[src/mipsExPkg.sv]
// MIPS32 execute stage shared definitions
// opcode encoding, data widths and the two pipeline payloads
`default_nettype none

package mipsExPkg;

    localparam int dataW  = 32;  // data word
    localparam int dwordW = 64;  // product and HI/LO pair

    // ALU opcodes as decoded upstream
    typedef enum logic [4:0] {
        aluAdd,   aluAddu,  aluSub,   aluSubu,
        aluAnd,   aluOr,    aluXor,   aluNor,
        aluSll,   aluSrl,   aluSra,
        aluSlt,   aluSltu,
        aluMov,   aluMthi,  aluMtlo,  aluMfhi,  aluMflo,
        aluClo,   aluClz,
        aluMul,   aluMult,  aluMultu,
        aluMadd,  aluMaddu, aluMsub,  aluMsubu,
        aluNop
    } aluOpT;

    // stage 1 payload, held between ALU and multiply combine
    typedef struct packed {
        aluOpT              op;
        logic [dataW-1:0]   aluRes;   // single-cycle result
        logic [dataW-1:0]   opr1;     // source for MTHI/MTLO
        logic [dwordW-1:0]  mulLo;    // {ah*bl, al*bl}
        logic [dwordW-1:0]  mulHi;    // {ah*bh, al*bh}
        logic               mulSign;  // product negative
    } mulStageT;

    // stage 2 payload, drives the output port
    typedef struct packed {
        aluOpT              op;
        logic [dataW-1:0]   result;
    } resStageT;

endpackage

`default_nettype wire
[src/exStage.sv]
// MIPS32 integer execute stage, two-deep pipeline
// aluCore feeds stage 1, mulAccum finishes multiplies into stage 2
`timescale 1ns/1ns
`default_nettype none

module exStage (
    input  wire logic                             clk,
    input  wire logic                             rst,
    input  wire logic                             inValid,
    input  wire mipsExPkg::aluOpT                 inOp,
    input  wire logic [mipsExPkg::dataW-1:0]      inOpr1,
    input  wire logic [mipsExPkg::dataW-1:0]      inOpr2,
    input  wire logic                             outReady,

    output logic                                  inReady,
    output logic                                  outValid,
    output mipsExPkg::aluOpT                      outOp,
    output logic [mipsExPkg::dataW-1:0]           outResult
);

    logic [mipsExPkg::dataW-1:0]    aluRes;
    logic [mipsExPkg::dwordW-1:0]   mulLo;
    logic [mipsExPkg::dwordW-1:0]   mulHi;
    logic                           mulSign;

    logic [mipsExPkg::dwordW-1:0]   hilo;
    logic                           pendValid;
    logic [mipsExPkg::dwordW-1:0]   pendHilo;
    logic [mipsExPkg::dataW-1:0]    mulResult;

    mipsExPkg::mulStageT            s1In;
    mipsExPkg::mulStageT            s1Out;
    logic                           s1Valid;
    mipsExPkg::resStageT            s2In;
    mipsExPkg::resStageT            s2Out;
    logic                           s2Ready;
    logic                           advance;

    aluCore uAlu (
        .op(inOp), .opr1(inOpr1), .opr2(inOpr2),
        .hilo(hilo), .pendValid(pendValid), .pendHilo(pendHilo),
        .aluRes(aluRes), .mulLo(mulLo), .mulHi(mulHi), .mulSign(mulSign)
    );

    assign s1In = '{op: inOp, aluRes: aluRes, opr1: inOpr1,
                    mulLo: mulLo, mulHi: mulHi, mulSign: mulSign};

    pipeStage #(.payloadT(mipsExPkg::mulStageT)) mulStage (
        .clk(clk), .rst(rst),
        .upValid(inValid), .upData(s1In), .upReady(inReady),
        .downValid(s1Valid), .downData(s1Out), .downReady(s2Ready)
    );

    assign advance = s1Valid & s2Ready;  // stage 1 -> stage 2 handoff

    mulAccum uMulAccum (
        .clk(clk), .rst(rst), .valid(s1Valid), .advance(advance),
        .op(s1Out.op), .opr1(s1Out.opr1), .aluRes(s1Out.aluRes),
        .mulLo(s1Out.mulLo), .mulHi(s1Out.mulHi), .mulSign(s1Out.mulSign),
        .result(mulResult), .hilo(hilo), .pendValid(pendValid), .pendHilo(pendHilo)
    );

    assign s2In = '{op: s1Out.op, result: mulResult};

    pipeStage #(.payloadT(mipsExPkg::resStageT)) resStage (
        .clk(clk), .rst(rst),
        .upValid(s1Valid), .upData(s2In), .upReady(s2Ready),
        .downValid(outValid), .downData(s2Out), .downReady(outReady)
    );

    assign outOp     = s2Out.op;
    assign outResult = s2Out.result;

endmodule

`default_nettype wire

[src/mulAccum.sv]
// Second multiply stage and HI/LO owner
// combines partial products, applies sign, accumulates into HI/LO
`timescale 1ns/1ns
`default_nettype none

module mulAccum (
    input  wire logic                             clk,
    input  wire logic                             rst,
    input  wire logic                             valid,
    input  wire logic                             advance,
    input  wire mipsExPkg::aluOpT                 op,
    input  wire logic [mipsExPkg::dataW-1:0]      opr1,
    input  wire logic [mipsExPkg::dataW-1:0]      aluRes,
    input  wire logic [mipsExPkg::dwordW-1:0]     mulLo,
    input  wire logic [mipsExPkg::dwordW-1:0]     mulHi,
    input  wire logic                             mulSign,

    output logic [mipsExPkg::dataW-1:0]           result,
    output logic [mipsExPkg::dwordW-1:0]          hilo,
    output logic                                  pendValid,
    output logic [mipsExPkg::dwordW-1:0]          pendHilo
);

    logic [mipsExPkg::dwordW-1:0]   mulMag;
    logic [mipsExPkg::dwordW-1:0]   product;
    logic                           writesHilo;

    // cross terms sit 16 bits up
    assign mulMag = {32'b0, mulLo[31:0]}
                  + {16'b0, mulLo[63:32], 16'b0}
                  + {16'b0, mulHi[31:0], 16'b0}
                  + {mulHi[63:32], 32'b0};

    assign product = mulSign ? (~mulMag + 64'd1) : mulMag;

    always_comb begin
        writesHilo = 1'b1;
        case (op)
            mipsExPkg::aluMult,
            mipsExPkg::aluMultu: pendHilo = product;
            mipsExPkg::aluMadd,
            mipsExPkg::aluMaddu: pendHilo = hilo + product;
            mipsExPkg::aluMsub,
            mipsExPkg::aluMsubu: pendHilo = hilo - product;
            mipsExPkg::aluMthi:  pendHilo = {opr1, hilo[31:0]};
            mipsExPkg::aluMtlo:  pendHilo = {hilo[63:32], opr1};
            default: begin
                pendHilo   = hilo;
                writesHilo = 1'b0;
            end
        endcase
    end

    assign pendValid = valid & writesHilo;  // forward to aluCore

    // MUL returns low word, HI/LO untouched
    assign result = (op == mipsExPkg::aluMul) ? product[31:0] : aluRes;

    // only on a real handoff, so a stall never double-accumulates
    always_ff @(posedge clk) begin
        if (rst) begin
            hilo <= '0;
        end else if (advance && pendValid) begin
            hilo <= pendHilo;
        end
    end

endmodule

`default_nettype wire

[src/aluCore.sv]
// Integer ALU of the MIPS32 execute stage
// single-cycle ops, CLO/CLZ, HI/LO reads with forwarding,
// and magnitude partial products for the multiply path
`timescale 1ns/1ns
`default_nettype none

module aluCore (
    input  wire mipsExPkg::aluOpT                 op,
    input  wire logic [mipsExPkg::dataW-1:0]      opr1,
    input  wire logic [mipsExPkg::dataW-1:0]      opr2,

    input  wire logic [mipsExPkg::dwordW-1:0]     hilo,
    input  wire logic                             pendValid,
    input  wire logic [mipsExPkg::dwordW-1:0]     pendHilo,

    output logic [mipsExPkg::dataW-1:0]           aluRes,
    output logic [mipsExPkg::dwordW-1:0]          mulLo,
    output logic [mipsExPkg::dwordW-1:0]          mulHi,
    output logic                                  mulSign
);

    logic                               opr1Neg;
    logic                               opr2Neg;
    logic [mipsExPkg::dwordW-1:0]       hiloFwd;

    logic [mipsExPkg::dataW-1:0]        clzOpr;
    logic [mipsExPkg::dataW-1:0]        clzRes;
    logic                               clzUpper;
    logic                               clzByte;
    logic                               clzNib;
    logic [15:0]                        part1;
    logic [7:0]                         part2;
    logic [3:0]                         part3;
    logic [1:0]                         clzLow;

    logic [mipsExPkg::dataW-1:0]        mopr1;
    logic [mipsExPkg::dataW-1:0]        mopr2;

    assign opr1Neg = opr1[31];
    assign opr2Neg = opr2[31];

    // in-flight HI/LO write wins over the register
    assign hiloFwd = pendValid ? pendHilo : hilo;

    // CLO counts zeros of the inverted word
    always_comb begin
        case (op)
            mipsExPkg::aluClo: clzOpr = ~opr1;
            mipsExPkg::aluClz: clzOpr = opr1;
            default:           clzOpr = '0;
        endcase
    end

    assign clzUpper = (clzOpr[31:16] == 16'b0);
    assign part1    = clzUpper ? clzOpr[15:0] : clzOpr[31:16];
    assign clzByte  = (part1[15:8] == 8'b0);
    assign part2    = clzByte ? part1[7:0] : part1[15:8];
    assign clzNib   = (part2[7:4] == 4'b0);
    assign part3    = clzNib ? part2[3:0] : part2[7:4];

    always_comb begin
        casez (part3)
            4'b0001: clzLow = 2'b11;
            4'b001?: clzLow = 2'b10;
            4'b01??: clzLow = 2'b01;
            default: clzLow = 2'b00;
        endcase
    end

    assign clzRes = (clzOpr == '0) ? 32'd32
                                   : {27'b0, clzUpper, clzByte, clzNib, clzLow};

    // operand magnitudes, sign recorded separately
    always_comb begin
        case (op)
            mipsExPkg::aluMul, mipsExPkg::aluMult,
            mipsExPkg::aluMadd, mipsExPkg::aluMsub: begin
                mopr1   = opr1Neg ? (~opr1 + 32'd1) : opr1;
                mopr2   = opr2Neg ? (~opr2 + 32'd1) : opr2;
                mulSign = opr1Neg ^ opr2Neg;
            end
            mipsExPkg::aluMultu, mipsExPkg::aluMaddu, mipsExPkg::aluMsubu: begin
                mopr1   = opr1;
                mopr2   = opr2;
                mulSign = 1'b0;
            end
            default: begin
                mopr1   = '0;  // keeps partials at zero
                mopr2   = '0;
                mulSign = 1'b0;
            end
        endcase
    end

    assign mulLo[31:0]  = mopr1[15:0]  * mopr2[15:0];
    assign mulLo[63:32] = mopr1[31:16] * mopr2[15:0];
    assign mulHi[31:0]  = mopr1[15:0]  * mopr2[31:16];
    assign mulHi[63:32] = mopr1[31:16] * mopr2[31:16];

    always_comb begin
        case (op)
            mipsExPkg::aluSll:  aluRes = opr2 << opr1[4:0];
            mipsExPkg::aluSrl:  aluRes = opr2 >> opr1[4:0];
            mipsExPkg::aluSra:  aluRes = $signed(opr2) >>> opr1[4:0];
            mipsExPkg::aluAdd,
            mipsExPkg::aluAddu: aluRes = opr1 + opr2;  // no overflow trap
            mipsExPkg::aluSub,
            mipsExPkg::aluSubu: aluRes = opr1 - opr2;
            mipsExPkg::aluAnd:  aluRes = opr1 & opr2;
            mipsExPkg::aluOr:   aluRes = opr1 | opr2;
            mipsExPkg::aluXor:  aluRes = opr1 ^ opr2;
            mipsExPkg::aluNor:  aluRes = ~(opr1 | opr2);
            mipsExPkg::aluSlt:  aluRes = {31'b0, $signed(opr1) < $signed(opr2)};
            mipsExPkg::aluSltu: aluRes = {31'b0, opr1 < opr2};
            mipsExPkg::aluMov,
            mipsExPkg::aluMthi,
            mipsExPkg::aluMtlo: aluRes = opr1;
            mipsExPkg::aluMfhi: aluRes = hiloFwd[63:32];
            mipsExPkg::aluMflo: aluRes = hiloFwd[31:0];
            mipsExPkg::aluClo,
            mipsExPkg::aluClz:  aluRes = clzRes;
            default:            aluRes = '0;
        endcase
    end

endmodule

`default_nettype wire

[src/pipeStage.sv]
// One-entry valid/ready register slice
// payload type is a parameter, loads on upstream transfer
`timescale 1ns/1ns
`default_nettype none

module pipeStage #(
    parameter type payloadT = logic
) (
    input  wire logic       clk,
    input  wire logic       rst,
    input  wire logic       upValid,
    input  wire payloadT    upData,
    input  wire logic       downReady,

    output logic            upReady,
    output logic            downValid,
    output payloadT         downData
);

    // accept when empty or draining this cycle
    assign upReady = ~downValid | downReady;

    always_ff @(posedge clk) begin
        if (rst) begin
            downValid <= 1'b0;
        end else if (upReady) begin
            downValid <= upValid;  // bubble if nothing arrives
        end
    end

    always_ff @(posedge clk) begin
        if (upValid && upReady) begin
            downData <= upData;
        end
    end

endmodule

`default_nettype wire

[config.mk]
export PLATFORM = sky130hd
export DESIGN_NAME = exStage
export DESIGN_NICKNAME = d
export VERILOG_FILES = /design/src/mipsExPkg.sv /design/src/exStage.sv /design/src/mulAccum.sv /design/src/aluCore.sv /design/src/pipeStage.sv
export SDC_FILE = /design/constraint.sdc
export NUM_CORES = 2
export LEC_CHECK = 0
export ABC_AREA = 1
export BUFFER_PORTS_ARGS = -buffer_cell sky130_fd_sc_hd__buf_2
export CAP_MARGIN = 20
export CORE_MARGIN = 1
export CORE_UTILIZATION = 50
export CTS_CLUSTER_DIAMETER = 80
export CTS_CLUSTER_SIZE = 20
export DETAILED_ROUTE_END_ITERATION = 8
export GPL_ROUTABILITY_DRIVEN = 0
export PLACE_DENSITY = 0.69
export SLEW_MARGIN = 40
export SYNTH_ARGS = -nofsm -noshare
export SYNTH_HDL_FRONTEND = slang
export SYNTH_HIERARCHICAL = 1
export SYNTH_SLANG_ARGS = --single-unit
export TNS_END_PERCENT = 30
[constraint.sdc]
create_clock -name clk -period 22.9 [get_ports clk]
set_clock_uncertainty 0.2 [all_clocks]
set_input_delay 3.435 -clock clk [delete_from_list [all_inputs] [get_ports clk]]
set_output_delay 3.435 -clock clk [all_outputs]
set_load 0.005 [all_outputs]
==> impl_metrics.toml <==
[global_route]
grt_pass1_wl_um = 420000
overflow = 0
grtUsageTotal_pct = 39.4
grt_max_degree = 131
antenna_found_initial = 14
grt_pass1_vias = 68388

[synth]
yosysUniqueCellTypes = 76
syn_nets = 11517
ys_seq_elements = 301
async_flop_share_pct = 0
synth_area_per_cell_um2 = 6.98
synthFlopType = "edfxtp_1"
synth_edf_count = 235
netlist.area_leader.share_pct = 22.8
yosys.area.top_type = "fa_1"
synth_cells = 10004
seq_area_frac_synth_pct = 12.0
synthTopCellsByArea = "fa_1 (23%), nand2_1 (13%), ha_1 (12%), inv_1 (10%), edfxtp_1 (10%)"
yosysWarnings = 6
netlist_area_um2 = 69800

[setup_path]
cp_slowest_cell = "nor2_2"
rr_startpoint = "mulStage/downData[98]"
cp.depth = 36
r2r_slack_ns = 10.72
cp-end-kind = "register"
crit_type = "input port to register"
cp_num_buf_inv = 9
crit_arrival_ns = 12.59
startpoint = "inOpr1[3]"
crit_required_ns = 23.11
crit_family = "adder cells"
startpoint_type = "input port"
crit_fanout = 53
reg2reg_to = "mulStage/downData[190]"
rr_worst_depth = 64
critPathMaxStageDelay_ns = 0.71

[clock_tree]
clockBufferDepth = 3
cts_made_buffers = 28
ctsResizeCount = 0
cts_hold_buf = 0
htreeDepth = 1
cts_setup_buffers = 0
cts_tree = "yes"
cts-root-buf = "clkbuf_16"
clk_pin_slew_ns = 0.08
clkLatencyLatePin_ns = 0.67
clock_sinks = 301

[die]
start_util_pct = 50.6
fp.dieW_um = 376
core_um2 = 138000
io_pins = 112
die_h_um = 376
dieArea_um2 = 141000
rows = 136

[timing]
max_freq_mhz = 80.8
rsz0062_at_grt = "false"
worst_hold_slack_ns = 0.296
slew_viol_final = 0
tightest_slew_ns = 1.02
period_needed_ns = 12.38
setup_tns_ns = 0
max_slew_margin_pct = 31.8
setup_viol = 0
period_share_pct = 54.1
hold_viol = 0

[worst_hold_path]
hold_depth = 0
hold_class = "register to register"
hold_path.startpoint = "mulStage/downData[197]"
min_to = "resStage/downData[36]"

[status]
failed_checks = "design-rule violations"
status = "finished with violations"

[power]
internal_power_mw = 1.39
power.density_nw_per_um2 = 41.8
power_mw = 3.07
leakagePower_nw = 38.1
sequentialPowerShare_pct = 21.8
ir_drop_v = 0.0000466
sw_frac_of_total_pct = 54.7
switching_power_mw = 1.68
pwr-share-clk_pct = 17.7
power_frac_comb_pct = 60.6

[route]
via_per_inst = 6.11
dr.pass1.iters = 9
final_antenna_net_count = 0
drc = 328
vias = 72109
initialDrtViolationCount = 10743
routed_wl_um = 283000
wire_per_inst_um = 24.0

[cells_and_area]
final_common_cell = "nand2_1"
fin_util_pct = 53.2
drive_gt1_share_pct = 5.81
nNetsFinal = 11411
instances_no_fill = 11795
area.growth.synth_to_final_pct = 5.10
mostFrequentLayoutCells = "nand2_1 (2,398), inv_1 (1,893), nor2_1 (916)"

[placed_design]
numPortBuffers = 111
dp.cells = 11729
hpwl_um = 223000

[flow_run]
maxCapViolations = 0
synthesized netlist by cell type (57+ instances only):
cell,number
nor2_1,921
edfxtp_1,235
ha_1,643
a31oi_1,58
inv_1,1896
nand3_1,393
nand2_1,2401
clkbuf_1,267
buf_2,57
dfxtp_1,66
xor2_1,164
a21oi_1,560
o21ai_0,505
xnor2_1,57
fa_1,797
nand4_1,104
how the worst max path moves through the flow:
stage                                         to  slack (ns)
final                     mulStage/downData[123]       10.52
after global placement     mulStage/downData[64]       10.10
after floorplan             mulStage/downData[0]        8.84
after CTS                 mulStage/downData[123]       10.79
after global routing      mulStage/downData[123]       10.02
after detailed placement  mulStage/downData[123]       10.10
registers in the layout (all words and copies together) (netlist names):
name / cells
mulStage/downData: 198
mulStage/downValid: 1
resStage/downData: 37
resStage/downValid: 1
uMulAccum/hilo: 64
area by class of cell:
| type | count | area (µm²) |
|---|---|---|
| fill | 13351 | 64600 |
| antenna | 13 | 32.5 |
| tap | 1863 | 2330 |
| timing repair buffer | 228 | 1460 |
| multi-input combinational | 7373 | 52800 |
| clock inverter | 18 | 294 |
| inverter | 1966 | 7380 |
| sequential | 301 | 8380 |
| clock buffer | 33 | 719 |
power groups by stage:
stage          clock (mW)  combinational (mW)  sequential (mW)
6_report            0.542                1.86            0.667
5_1_grt             0.560                1.99            0.670
4_1_cts             0.544                1.77            0.667
3_5_place_dp            0                1.76            0.679
3_3_place_gp            0                1.73            0.678
2_1_floorplan           0                1.16            0.670
cell families after synthesis:
group | Yosys count | share of synthesized area, %
adder cells (fa/ha/maj) | 1440 | 34.4
XOR/XNOR | 223 | 2.83
AND/OR/NAND/NOR | 4095 | 24.4
flip-flops | 301 | 12.0
buffers and inverters | 2330 | 12.8
multiplexers | 21 | 0.306
AO/OA/AOI/OAI | 1594 | 13.3
worst register-to-register path, delay by kind of cell (launching register included):
kind	cells	cell delay, ns
flip-flops	1	0.40
buffers and inverters	8	0.80
AO/OA/AOI/OAI	11	2.13
adder cells (fa/ha/maj)	5	1.99
AND/OR/NAND/NOR	37	5.13
XOR/XNOR	2	0.75
multiplexers	1	0.49
layer usage:
metal | vias to the layer above | part of all wire (%) | global-route usage (%) | wire, µm
met2 | 5449 | 40 | 56.7 | 113000
met5 | - | 0.094 | 0.515 | 266
met1 | 33593 | 34 | 46.9 | 97300
met4 | 20 | 11 | 31.8 | 30000
li1 | 31448 | - | - | -
met3 | 1599 | 15 | 14.6 | 42700
per-stage QoR:
step                worst slack (ns)  instance area (µm²)
floorplan                       8.84                69800
CTS                            10.79                73300
detailed placement             10.10                72300
finish                         10.52                73400
global placement               10.10                72200
global route                   10.02                73400
Note: power is estimated with default switching activity, not from simulation.
